[config.mk]
export PLATFORM = sky130hd
export DESIGN_NAME = piece_control
export DESIGN_NICKNAME = d
export VERILOG_FILES = /design/src/verilog/tetris_pkg.sv /design/src/verilog/piece_control.sv
export SDC_FILE = /design/constraint.sdc
export NUM_CORES = 1
export LEC_CHECK = 0
export BUFFER_PORTS_ARGS = -buffer_cell sky130_fd_sc_hd__buf_2
export CAP_MARGIN = 20
export CORE_MARGIN = 4
export CORE_UTILIZATION = 55
export CTS_CLUSTER_SIZE = 14
export DETAILED_ROUTE_END_ITERATION = 6
export PLACE_DENSITY = 0.84
export REMOVE_ABC_BUFFERS = 1
export SYNTH_ARGS = -nofsm -noshare
export SYNTH_HDL_FRONTEND = slang
export SYNTH_SLANG_ARGS = --single-unit
[constraint.sdc]
create_clock -name clk -period 4.2 [get_ports clk]
set_input_delay 0.84 -clock clk [delete_from_list [all_inputs] [get_ports clk]]
set_output_delay 0.84 -clock clk [all_outputs]
set_load 0.01 [all_outputs]
[src/verilog/tetris_pkg.sv]
// Shared types and helpers for the piece logic of the puzzle game.
// Playfield is 20 rows by 10 columns, row 0 at the top.
// Only the T, O and I shapes are defined; BLANK marks an empty cell.
`default_nettype none

package tetris_pkg;

    localparam int PLAYFIELD_ROWS = 20;
    localparam int PLAYFIELD_COLS = 10;
    localparam logic [4:0] SPAWN_ROW = 5'd1;
    localparam logic [3:0] SPAWN_COL = 4'd4;

    typedef enum logic [2:0] {BLANK, T, O, I} tile_type_t;

    // ordered clockwise.
    typedef enum logic [1:0] {
        ORIENTATION_0,
        ORIENTATION_R,
        ORIENTATION_2,
        ORIENTATION_L
    } orientation_t;

    typedef enum logic [2:0] {
        CMD_NONE,
        CMD_LEFT,
        CMD_RIGHT,
        CMD_DOWN,
        CMD_ROT_R,
        CMD_ROT_L,
        CMD_SPAWN
    } cmd_t;

    typedef struct packed {
        tile_type_t   tile_type;
        orientation_t orientation;
        logic [4:0]   row;
        logic [3:0]   col;
    } piece_t;

    typedef tile_type_t [PLAYFIELD_ROWS-1:0][PLAYFIELD_COLS-1:0] board_t;

    typedef struct packed {
        logic left_ok;
        logic right_ok;
        logic down_ok;
        logic rot_r_ok;
        logic rot_l_ok;
    } fit_t;

    typedef struct packed {
        logic signed [2:0] dr;
        logic signed [2:0] dc;
    } cell_offset_t;

    typedef cell_offset_t [3:0] cell_offsets_t;

    // offsets of the four cells from the piece origin.
    function automatic cell_offsets_t piece_cells(tile_type_t t, orientation_t o);
        cell_offsets_t     cells;
        logic signed [2:0] tmp;
        cells = '0;
        case (t)
            T: begin
                cells[0] = '{3'sd0, 3'sd0};
                cells[1] = '{3'sd0, -3'sd1};
                cells[2] = '{3'sd0, 3'sd1};
                cells[3] = '{-3'sd1, 3'sd0};
                // quarter turn clockwise per orientation step.
                for (int k = 0; k < 3; k++) begin
                    if (k < int'(o)) begin
                        for (int i = 0; i < 4; i++) begin
                            tmp = cells[i].dr;
                            cells[i].dr = cells[i].dc;
                            cells[i].dc = -tmp;
                        end
                    end
                end
            end
            O: begin
                cells[0] = '{3'sd0, 3'sd0};
                cells[1] = '{3'sd0, 3'sd1};
                cells[2] = '{3'sd1, 3'sd0};
                cells[3] = '{3'sd1, 3'sd1};
            end
            I: begin
                for (int i = 0; i < 4; i++) begin
                    if (o == ORIENTATION_R || o == ORIENTATION_L) begin
                        cells[i] = '{3'(i - 1), 3'sd0};
                    end else begin
                        cells[i] = '{3'sd0, 3'(i - 1)};
                    end
                end
            end
            default: cells = '0;
        endcase
        return cells;
    endfunction

    // absolute coordinate, signed so that off-field cells stay visible.
    function automatic logic signed [6:0] offset_pos(logic [4:0] base,
                                                     logic signed [2:0] delta);
        return $signed({2'b00, base}) + 7'($signed(delta));
    endfunction

    function automatic logic cell_free(board_t b, logic signed [6:0] r,
                                       logic signed [6:0] c);
        return r >= 0 && r < PLAYFIELD_ROWS && c >= 0 && c < PLAYFIELD_COLS &&
               b[r[4:0]][c[3:0]] == BLANK;
    endfunction

    function automatic piece_t spawn_piece(tile_type_t t);
        piece_t p;
        p.tile_type   = t;
        p.orientation = ORIENTATION_0;
        p.row         = SPAWN_ROW;
        p.col         = SPAWN_COL;
        return p;
    endfunction

endpackage

`default_nettype wire

[src/verilog/piece_control.sv]
// Owns the falling piece and applies one command per cycle.
// Commands are plain strobes; a rejected command changes nothing.
// game_over holds until reset, and all commands are ignored then.
`timescale 1ns/1ps
`default_nettype none

module piece_control
    import tetris_pkg::*;
(
    input  logic       clk,
    input  logic       rst_l,
    input  cmd_t       cmd,
    input  tile_type_t spawn_type,
    input  fit_t       fit,
    input  logic       spawn_blocked,
    output piece_t     piece,
    output logic       piece_active,
    output logic       lock,
    output logic       rotated,
    output logic       shifted,
    output logic       game_over
);

    typedef enum logic [1:0] {
        EMPTY,
        FALLING,
        LOCKING,
        OVER
    } state_t;

    state_t state;

    always_ff @(posedge clk, negedge rst_l) begin
        if (!rst_l) begin
            state   <= EMPTY;
            piece   <= '0;
            rotated <= 1'b0;
            shifted <= 1'b0;
        end else begin
            rotated <= 1'b0;
            shifted <= 1'b0;
            case (state)
                EMPTY: begin
                    // a blank spawn type carries no piece.
                    if (cmd == CMD_SPAWN && spawn_type != BLANK) begin
                        if (spawn_blocked) begin
                            state <= OVER;
                        end else begin
                            piece <= spawn_piece(spawn_type);
                            state <= FALLING;
                        end
                    end
                end
                FALLING: begin
                    case (cmd)
                        CMD_LEFT: begin
                            if (fit.left_ok) begin
                                piece.col <= piece.col - 4'd1;
                                shifted   <= 1'b1;
                            end
                        end
                        CMD_RIGHT: begin
                            if (fit.right_ok) begin
                                piece.col <= piece.col + 4'd1;
                                shifted   <= 1'b1;
                            end
                        end
                        CMD_DOWN: begin
                            if (fit.down_ok) begin
                                piece.row <= piece.row + 5'd1;
                            end else begin
                                state <= LOCKING;
                            end
                        end
                        CMD_ROT_R: begin
                            if (fit.rot_r_ok) begin
                                piece.orientation <= orientation_t'(piece.orientation + 2'd1);
                                rotated           <= 1'b1;
                            end
                        end
                        CMD_ROT_L: begin
                            if (fit.rot_l_ok) begin
                                piece.orientation <= orientation_t'(piece.orientation - 2'd1);
                                rotated           <= 1'b1;
                            end
                        end
                        default: begin
                        end
                    endcase
                end
                // one cycle for the board and T-spin result to take the piece.
                LOCKING: state <= EMPTY;
                default: state <= OVER;
            endcase
        end
    end

    assign piece_active = (state == FALLING) || (state == LOCKING);
    assign lock         = (state == LOCKING);
    assign game_over    = (state == OVER);

endmodule

`default_nettype wire

==> results.tsv <==
stage	metric	value	unit
power_and_ir_drop	power per cell area	701	nW/µm²
route	Total Wirelength	2440	µm
sta	final period utilization	57.1	%
sta	final worst slack	1.80	ns
worst_setup_path	Worst setup EP type	register	
worst_setup_path	R2R cell count	7	
grt	first-pass GRT wire length	3980	µm
power_and_ir_drop	Net Sw Power	0.000403	W
power_and_ir_drop	combinational share of power	55.9	%
finish	commonest non-fill, non-tap cell in the layout	buf_2	
synthesis	Synth cell types	41	
grt	GRT Util Overall	19.3	%
power_and_ir_drop	internal power	0.000531	W
place	Placement Cell Area	1310	µm²
power_and_ir_drop	static leakage	0.645	nW
clocking	H-tree lvl count	1	
finish	Nets	168	
clocking	largest buffer count on any clock path	2	
clocking	clk_lat worst skew	0.30	ns
synthesis	share of the synthesized area in the top cell type	39.2	%
finish	Final Non-Filler Cells	172	
worst_setup_path	timing endpoint of the critical path	piece[8]	
route	via count	961	
synthesis	Post-synth EDFFs	0	
finish	Layout area overhead	15.9	%
route	DRT iter0 DRCs	13	
worst_setup_path	Crit path arrival time	2.64	ns
synthesis	Cells after Synth	114	
clocking	post-CTS setup repair buffer count	0	
sta	RSZ-0062 raised after global routing	false	
synthesis	Post-synth ARST share	100	%
floorplan	Initial Util	58.0	%
grt	grt peak-use layer	met2	
grt	grt met2 use	32.3	%
power_and_ir_drop	sequential power share	34.9	%
place	Place WS	1.66	ns
grt	met3 usage	3.05	%
floorplan	# rows	16	
worst_setup_path	startpoint types	register	
sta	Slew headroom	57.0	%
synthesis	largest area contributor in the netlist	dfrtp_1	
synthesis	sequential area share after synthesis	39.2	%
worst_setup_path	critical setup path kind	reg -> reg	
finish	ant diodes	0	
power_and_ir_drop	overall power	0.000934	W
route	post-route ant nets	0	
sta	f_max	417	MHz
clocking	Reg clk slew, reported paths	0.10	ns
synthesis	top_reg_cell synth	dfrtp_1	
power_and_ir_drop	peak supply drop	488	µV
clocking	CTS tree	yes	
place	final weighted congestion in routability-driven placement	0.827	
synthesis	syn_area_per_cell	10.1	µm²
place	hpwl dp	1830	µm
route	DR WL/cell	14.2	µm
floorplan	# IOs	33	
sta	post-route setup TNS	0	ns
floorplan	chip width	53.7	µm
clocking	TritonCTS Buffers	3	
synthesis	synth warn	0	
job	Max-Cap Viols	0	
finish	commonest cells after routing, fill and taps aside	32 x buf_2, 18 x dfrtp_1, 12 x nand2_1, 7 x inv_1, 7 x ha_1	
route	Pre-antenna DRT Iters	4	
grt	GR Overflow Total	0	
worst_setup_path	worst reg2reg path startpoint	state[1]	
synthesis	FF+latch count, synth	18	
worst_setup_path	CP Max Fanout	18	
sta	fin crit period	2.40	ns
finish	layout cell share with drive strength beyond 1	33.8	%
worst_setup_path	RR Endpoint	piece[8]	
clocking	hold buffers post-CTS	0	
finish	Finished Cell Area	1330	µm²
sta	final setup fails	0	
route	vias per cell	5.59	
place	placed cells	169	
floorplan	die height	53.7	µm
sta	final hold vios	0	
clocking	CTS root buf	clkbuf_4	
sta	Max Slew Vio Count	0	
synthesis	main area contributors after synthesis	dfrtp_1 39%, ha_1 7.6%, mux2_2 3.9%	
grt	largest net degree at the start of global routing	19	
min_path	Worst Hold Class	in -> async	
synthesis	mapped cell area	1150	µm²
place	Port Buffers	32	
floorplan	Die Area	2890	µm²
sta	worst slew pin tran	0.641	ns
clocking	CTS sink count	18	
worst_setup_path	r2r setup slk	1.80	ns
sta	skew final	0.00916	ns
worst_setup_path	launch point of the critical path	state[1]	
clocking	CTS resizes	0	
status	status	finished, final reports clean	
grt	antenna violations before repair	0	
grt	number of global-route vias before repair	926	
power_and_ir_drop	Clk pwr share	9.2	%
route	DRC errors left	0	
grt	global-route met1 utilization	23.2	%
floorplan	Core ar.	1980	µm²
worst_setup_path	WP data required	4.44	ns
power_and_ir_drop	switching fraction of total power	43.1	%
-- power by group through the flow --
| stage | clock network [W] | registers, W | logic, W |
|---|---|---|---|
| final | 0.0000863 | 0.000326 | 0.000522 |
| after global routing | 0.0000936 | 0.000337 | 0.000585 |
| after CTS | 0.0000889 | 0.000326 | 0.000526 |
| after detailed placement | 0 | 0.000330 | 0.000525 |
| after global placement | 0 | 0.000322 | 0.000503 |
| after floorplan | 0 | 0.000348 | 0.000340 |
-- flip-flops by register name, indices dropped and copies added, names as in the netlist --
register,flops
piece,14
rotated,1
shifted,1
state,2
-- synthesized netlist by cell type (all sizes together) (3+ instances only) --
cell	instances
nand3	6
mux2i	3
a22o	5
inv	7
a21oi	4
nand3b	4
and2	3
nand2	12
o21ai	5
dfrtp	18
ha	7
mux2	4
nor2	5
-- logic make-up (layout without fill, tap and decap cells) --
kind of cell / Yosys count / after routing / synth area share [%]
compound gates: 25 / 25 / 16.9
xor+xnor: 4 / 4 / 3.05
fa+ha+maj: 7 / 7 / 7.62
buf+inv: 11 / 42 / 5.22
flops: 18 / 18 / 39.2
mux: 7 / 7 / 6.53
simple gates: 42 / 42 / 21.5
-- cell type report --
class	count	area (µm²)
multi-input combinational	85	639
timing repair buffer	32	160
sequential	18	450
clock buffer	3	22.5
tap	27	33.8
inverter	7	26.3
fill	161	649
-- worst min path at each step --
stage	from	end
finish	rst_l	piece[1]
global route	rst_l	piece[1]
CTS	rst_l	piece[1]
detailed placement	piece[13]	piece[13]
global placement	piece[13]	piece[13]
floorplan	rst_l	piece[0]
-- per-layer routing --
layer / vias up / wire length (µm)
met2: 36 / 1150
li1: 478 / -
met3: 6 / 152
met1: 441 / 1080
met4: 0 / 54
met5: - / 0
-- per-stage QoR --
step / utilization [%] / hold slack, ns
6_report: 67.2 / 0.451
5_1_grt: 67.2 / 0.475
4_1_cts: 67.2 / 0.457
3_5_place_dp: 66.1 / 0.489
3_3_place_gp: 66.1 / 0.483
2_1_floorplan: - / 0.544
-- worst max-delay path: stages, from the launching register on --
cell	delay [ns]
dfrtp_1	0.43
inv_1	0.09
ha_1	0.52
or2b_2	0.35
o31a_4	0.15
a21o_4	0.23
or4_1	0.47
nand3_1	0.10
No activity file was read; power rests on OpenSTA's default activity.
