===== src/verilog/tetris_pkg.sv =====
// Shared types and helpers for the piece logic of the puzzle game.
// Playfield is 20 rows by 10 columns, row 0 at the top.
// Only the T, O and I shapes are defined; BLANK marks an empty cell.
`default_nettype none

package tetris_pkg;

    localparam int PLAYFIELD_ROWS = 20;
    localparam int PLAYFIELD_COLS = 10;
    localparam logic [4:0] SPAWN_ROW = 5'd1;
    localparam logic [3:0] SPAWN_COL = 4'd4;

    typedef enum logic [2:0] {BLANK, T, O, I} tile_type_t;

    // ordered clockwise.
    typedef enum logic [1:0] {
        ORIENTATION_0,
        ORIENTATION_R,
        ORIENTATION_2,
        ORIENTATION_L
    } orientation_t;

    typedef enum logic [2:0] {
        CMD_NONE,
        CMD_LEFT,
        CMD_RIGHT,
        CMD_DOWN,
        CMD_ROT_R,
        CMD_ROT_L,
        CMD_SPAWN
    } cmd_t;

    typedef struct packed {
        tile_type_t   tile_type;
        orientation_t orientation;
        logic [4:0]   row;
        logic [3:0]   col;
    } piece_t;

    typedef tile_type_t [PLAYFIELD_ROWS-1:0][PLAYFIELD_COLS-1:0] board_t;

    typedef struct packed {
        logic left_ok;
        logic right_ok;
        logic down_ok;
        logic rot_r_ok;
        logic rot_l_ok;
    } fit_t;

    typedef struct packed {
        logic signed [2:0] dr;
        logic signed [2:0] dc;
    } cell_offset_t;

    typedef cell_offset_t [3:0] cell_offsets_t;

    // offsets of the four cells from the piece origin.
    function automatic cell_offsets_t piece_cells(tile_type_t t, orientation_t o);
        cell_offsets_t     cells;
        logic signed [2:0] tmp;
        cells = '0;
        case (t)
            T: begin
                cells[0] = '{3'sd0, 3'sd0};
                cells[1] = '{3'sd0, -3'sd1};
                cells[2] = '{3'sd0, 3'sd1};
                cells[3] = '{-3'sd1, 3'sd0};
                // quarter turn clockwise per orientation step.
                for (int k = 0; k < 3; k++) begin
                    if (k < int'(o)) begin
                        for (int i = 0; i < 4; i++) begin
                            tmp = cells[i].dr;
                            cells[i].dr = cells[i].dc;
                            cells[i].dc = -tmp;
                        end
                    end
                end
            end
            O: begin
                cells[0] = '{3'sd0, 3'sd0};
                cells[1] = '{3'sd0, 3'sd1};
                cells[2] = '{3'sd1, 3'sd0};
                cells[3] = '{3'sd1, 3'sd1};
            end
            I: begin
                for (int i = 0; i < 4; i++) begin
                    if (o == ORIENTATION_R || o == ORIENTATION_L) begin
                        cells[i] = '{3'(i - 1), 3'sd0};
                    end else begin
                        cells[i] = '{3'sd0, 3'(i - 1)};
                    end
                end
            end
            default: cells = '0;
        endcase
        return cells;
    endfunction

    // absolute coordinate, signed so that off-field cells stay visible.
    function automatic logic signed [6:0] offset_pos(logic [4:0] base,
                                                     logic signed [2:0] delta);
        return $signed({2'b00, base}) + 7'($signed(delta));
    endfunction

    function automatic logic cell_free(board_t b, logic signed [6:0] r,
                                       logic signed [6:0] c);
        return r >= 0 && r < PLAYFIELD_ROWS && c >= 0 && c < PLAYFIELD_COLS &&
               b[r[4:0]][c[3:0]] == BLANK;
    endfunction

    function automatic piece_t spawn_piece(tile_type_t t);
        piece_t p;
        p.tile_type   = t;
        p.orientation = ORIENTATION_0;
        p.row         = SPAWN_ROW;
        p.col         = SPAWN_COL;
        return p;
    endfunction

endpackage

`default_nettype wire


===== src/verilog/tspin_detector.sv =====
// T-spin decision by the three-corner rule plus an immobility check.
// Off-field cells count as filled. The result is latched on lock and
// held until the next lock. The last-input memory restarts with each piece.
`timescale 1ns/1ps
`default_nettype none

module tspin_detector
    import tetris_pkg::*;
(
    input  logic   clk,
    input  logic   rst_l,
    input  piece_t piece,
    input  board_t board,
    input  fit_t   fit,
    input  logic   rotated,
    input  logic   shifted,
    input  logic   lock,
    output logic   tspin_detected
);

    typedef enum logic {
        MOVE,
        ROTATE
    } last_input_t;

    last_input_t       last_input;
    logic signed [6:0] row_up2;
    logic signed [6:0] row_up1;
    logic signed [6:0] row_dn1;
    logic signed [6:0] col_lt;
    logic signed [6:0] col_ctr;
    logic signed [6:0] col_rt;
    logic [3:0]        corners;
    logic              three_corners;
    logic              immobile;

    always_ff @(posedge clk, negedge rst_l) begin
        if (!rst_l) begin
            last_input     <= MOVE;
            tspin_detected <= 1'b0;
        end else if (lock) begin
            last_input     <= MOVE;
            tspin_detected <= piece.tile_type == T && last_input == ROTATE &&
                              three_corners && immobile;
        end else if (rotated) begin
            last_input <= ROTATE;
        end else if (shifted) begin
            last_input <= MOVE;
        end
    end

    assign row_up2 = offset_pos(piece.row, -3'sd2);
    assign row_up1 = offset_pos(piece.row, -3'sd1);
    assign row_dn1 = offset_pos(piece.row, 3'sd1);
    assign col_lt  = offset_pos({1'b0, piece.col}, -3'sd1);
    assign col_ctr = offset_pos({1'b0, piece.col}, 3'sd0);
    assign col_rt  = offset_pos({1'b0, piece.col}, 3'sd1);

    // diagonal corners around the origin.
    always_comb begin
        corners[0]    = !cell_free(board, row_up1, col_lt);
        corners[1]    = !cell_free(board, row_up1, col_rt);
        corners[2]    = !cell_free(board, row_dn1, col_lt);
        corners[3]    = !cell_free(board, row_dn1, col_rt);
        three_corners = $countones(corners) >= 3;
    end

    // no sideways move, and for R and L no room to be lifted one row.
    always_comb begin
        immobile = 1'b0;
        if (!fit.left_ok && !fit.right_ok) begin
            case (piece.orientation)
                ORIENTATION_R: immobile = !cell_free(board, row_up2, col_ctr) &&
                                          !cell_free(board, row_up1, col_rt);
                ORIENTATION_L: immobile = !cell_free(board, row_up2, col_ctr) &&
                                          !cell_free(board, row_up1, col_lt);
                // flat orientations are pinned from above by the corners.
                default:       immobile = 1'b1;
            endcase
        end
    end

endmodule

`default_nettype wire


===== config.mk =====
export PLATFORM = sky130hd
export DESIGN_NAME = tspin_detector
export DESIGN_NICKNAME = d
export VERILOG_FILES = /design/src/verilog/tetris_pkg.sv /design/src/verilog/tspin_detector.sv
export SDC_FILE = /design/constraint.sdc
export NUM_CORES = 1
export LEC_CHECK = 0
export ABC_AREA = 1
export BUFFER_PORTS_ARGS = -buffer_cell sky130_fd_sc_hd__buf_4
export CORE_AREA = 3 3 242 244
export CTS_CLUSTER_DIAMETER = 30
export DETAILED_ROUTE_END_ITERATION = 8
export DIE_AREA = 0 0 245 247
export PLACE_DENSITY = 0.5
export SKIP_CTS_REPAIR_TIMING = 1
export SLEW_MARGIN = 20
export SYNTH_ARGS = -nofsm -noshare
export SYNTH_HDL_FRONTEND = slang
export SYNTH_SLANG_ARGS = --single-unit

===== constraint.sdc =====
create_clock -name clk -period 2.6 [get_ports clk]
set_clock_uncertainty 0.15 [all_clocks]
set_input_delay 0.13 -clock clk [delete_from_list [all_inputs] [get_ports clk]]
set_output_delay 0.13 -clock clk [all_outputs]
set_load 0.005 [all_outputs]

==> summary.md <==
| Metric | Value |
|---|---|
| Result of the run | `finished with violations` |
| Violated checks | `negative hold slack, negative setup slack` |
| Number of buffers created by CTS | `3` |
| Max-cap violations | `0` |
| Commonest cells post-synth | `nand2_1, nand3_1, o21ai_0, nor2_1, inv_1` |
| P_int | `roughly 2.7 mW` |
| DRC violations left | `0` |
| Clock power share | `3.9%` |
| Crit. End Element | `register` |
| FF-to-FF path depth | `4` |
| Port Buffers | `621` |
| Period utilisation layout | `145%` |
| Gpl congestion | `between 0.9 and 1` |
| Sw Ratio | `roughly 54%` |
| Final Setup Violations | `1` |
| Hold slack | `-4.59 ps` |
| Hold Path Origin | `rotated` |
| Critical Path Most Common Cell | `nand2_1` |
| Leading cell type by number of instances after synthesis | `nand2_1` |
| Fillcell total | `about 6400` |
| Largest buffer count on any clock path | `2` |
| Vias in the first global route | `~23000` |
| Sequential element share of the synthesized area | `less than 1%` |
| Final #Nets | `between 4000 and 5000` |
| Initial cell density of the core | `about a quarter` |
| Synth Flop Type | `dfrtp_1` |
| Via/cell ratio | `about 5.2` |
| Reg clk slew, reported paths | `30 ps` |
| CP Max Fanout | `15` |
| Required time worst endpoint | `2550 ps` |
| PwrDens | `roughly 250 nW/um^2` |
| Crit Reg-Reg Startpoint | `last_input` |
| WL final | `about 100000 um` |
| Slowest stage delay, CP | `520 ps` |
| RSZ-0062 raised after global routing | `yes` |
| Gr usage total | `29.5%` |
| Reg2Reg Capture Point | `tspin_detected` |
| First-pass GRT wire length | `around 140000 um` |
| Startpoint types | `input pin` |
| Slew Limit Fails | `0` |
| Setup slack, reg-to-reg | `between 1500 and 2000 ps` |
| Post-synthesis register bit count | `2` |
| Final Worst Setup Slack | `-1160 ps` |
| Avg WL per Cell | `roughly 21 um` |
| Rel. slew slack | `just over 50%` |
| Synth async-reset ratio | `100%` |
| CP bufs+invs | `8` |
| Switching power total | `3.14 mW` |
| Initial drt markers | `approximately 2200` |
| Die height | `between 200 and 250 um` |
| Synth top area cells | `nand2_1, nand3_1, o21ai_0` |
| Tmin final | `about 3800 ps` |
| Antenna-violating nets left | `0` |
| Hold Path Class | `input pin to register` |
| Grt ovf | `0` |
| Comb pwr share | `a little over nine tenths` |
| Worst-skew pair later-pin latency | `between 200 and 250 ps` |
| Post-synth top area share | `a little under a third` |
| Die ar. | `approximately 61000 um^2` |
| CP max-delay cell | `fa_1` |
| Placement-stage cell area | `around 23000 um^2` |
| IO Count | `about 630` |
| Syn Std Cell Area | `between 10000 and 15000 um^2` |
| Fmax | `266 MHz` |
| Hold Path Sink | `last_input` |
| Cell row count | `87` |
| Post-Syn Area per Cell | `around 4.5 um^2` |
| Post-place setup slack | `-1430 ps` |
| Sink Count | `2` |
| Synth Net Count | `around 4000` |
| Largest net degree at the start of global routing | `a little over 100` |
| Clk root buf | `clkbuf_16` |
| Vias | `24900` |
| Layout cells sized above 1 | `between 20% and 30%` |
| H-tree depth | `1` |
| Post-DP HPWL | `between 80000 and 90000 um` |
| Hold Fails Final Rpt | `1` |
| Design Area, Final | `approximately 24000 um^2` |
| Tightest Pin Transition | `between 700 and 800 ps` |
| Crit-path leading delay family | `adder cells` |
| Hold depth | `3` |
| CP Class | `input pin to register` |
| Seq pwr share | `less than 1%` |
| Drt pass-1 iters | `6` |
| Layout overhead on the synthesized area | `58.0%` |
| Lkg Pwr | `12.3 nW` |
| Initial antenna violation count | `10` |
| Yosys Warn Count | `0` |
| Critical path arrival | `around 3700 ps` |
| Syn Inst Count | `3293` |
| Post-synth top area cell | `nand2_1` |
| EDFF count, synth | `0` |
| Core ar. | `56500 um^2` |
| VDD IR max | `~0.00024 V` |
| CTS tree | `yes` |
| Cell variety after synth | `44` |
| Die Wd | `245 um` |
-- final cells by class --
type	count	area, um^2	area share (%)
Timing Repair Buffer	1013	8580	36.3
Sequential cell	2	50.0	0.211
Multi-Input combinational cell	2792	13100	55.2
Tap cell	756	946	4.00
Antenna cell	5	12.5	0.0529
Clock buffer	3	75.1	0.317
Inverter	236	928	3.92
-- tightest hold or removal path: stages --
cell	delay [ps]
buf_4	80
a21oi_1	30
nor2_1	80
-- sequential cells by signal, summed over array words and instances (netlist names) --
register,cells
tspin_detected,1
last_input,1
-- cells in the final DEF, fill, tap and decap left out, types with 24 or more instances in the layout --
cell,Yosys,final
nand3_1,452,441
nand4_1,24,24
nor2_1,249,245
o211ai_1,83,83
a21oi_1,156,148
buf_12,0,46
or2_2,26,26
buf_4,9,927
inv_1,231,228
nand2_1,1210,1198
o21ai_1,18,34
o21ai_0,443,423
-- logic make-up (layout without fill, tap and decap cells) --
| group | count (synthesis) | count (layout) | synth area share, % |
|---|---|---|---|
| buffers and inverters | 499 | 1252 | 14.1 |
| and+or+nand+nor | 1996 | 1996 | 55.2 |
| muxes | 16 | 16 | 1.07 |
| other | 0 | 5 | 0 |
| DFF | 2 | 2 | 0.334 |
| AOI/OAI and AO/OA | 764 | 764 | 28.0 |
| adders and majority gates | 11 | 11 | 0.969 |
| xor gates and xnor gates | 5 | 5 | 0.343 |
-- routing by layer --
layer,vias up,GRT usage (%),routed length (um)
li1,12400,-,-
met1,11300,37.3,41800
met2,1102,54.2,49200
met3,143,2.74,6880
met4,10,6.43,2710
met5,-,0,84
-- power groups by stage --
stage	logic [mW]	clock network (mW)	registers, mW
3_3_place_gp	5.06	0	0.0334
5_1_grt	6.02	0.236	0.0331
4_1_cts	5.08	0.231	0.0331
3_5_place_dp	5.06	0	0.0334
2_1_floorplan	2.66	0	0.0333
6_report	5.55	0.229	0.0331
-- worst max path at each step --
| stage | startpoint | to | slack, ps | cells past startpoint |
|---|---|---|---|---|
| 2_1_floorplan | piece[4] | tspin_detected | -1200 | 30 |
| 3_3_place_gp | piece[5] | tspin_detected | -1450 | 26 |
| 3_5_place_dp | piece[5] | tspin_detected | -1430 | 26 |
| 4_1_cts | piece[5] | tspin_detected | -1210 | 26 |
| 5_1_grt | piece[4] | tspin_detected | -1280 | 28 |
| 6_report | piece[4] | tspin_detected | -1160 | 28 |
-- stage by stage --
stage	power, mW	std cells	utilization [%]	setup TNS [ps]
floorplan	2.69	3293	-	-1200
global placement	5.09	4752	39.9	-1450
detailed placement	5.10	4752	39.9	-1430
CTS	5.34	4755	40.1	-1210
global route	6.29	4805	41.9	-1280
finish	5.81	4807	41.9	-1160
(Power assumes the default switching activity.)
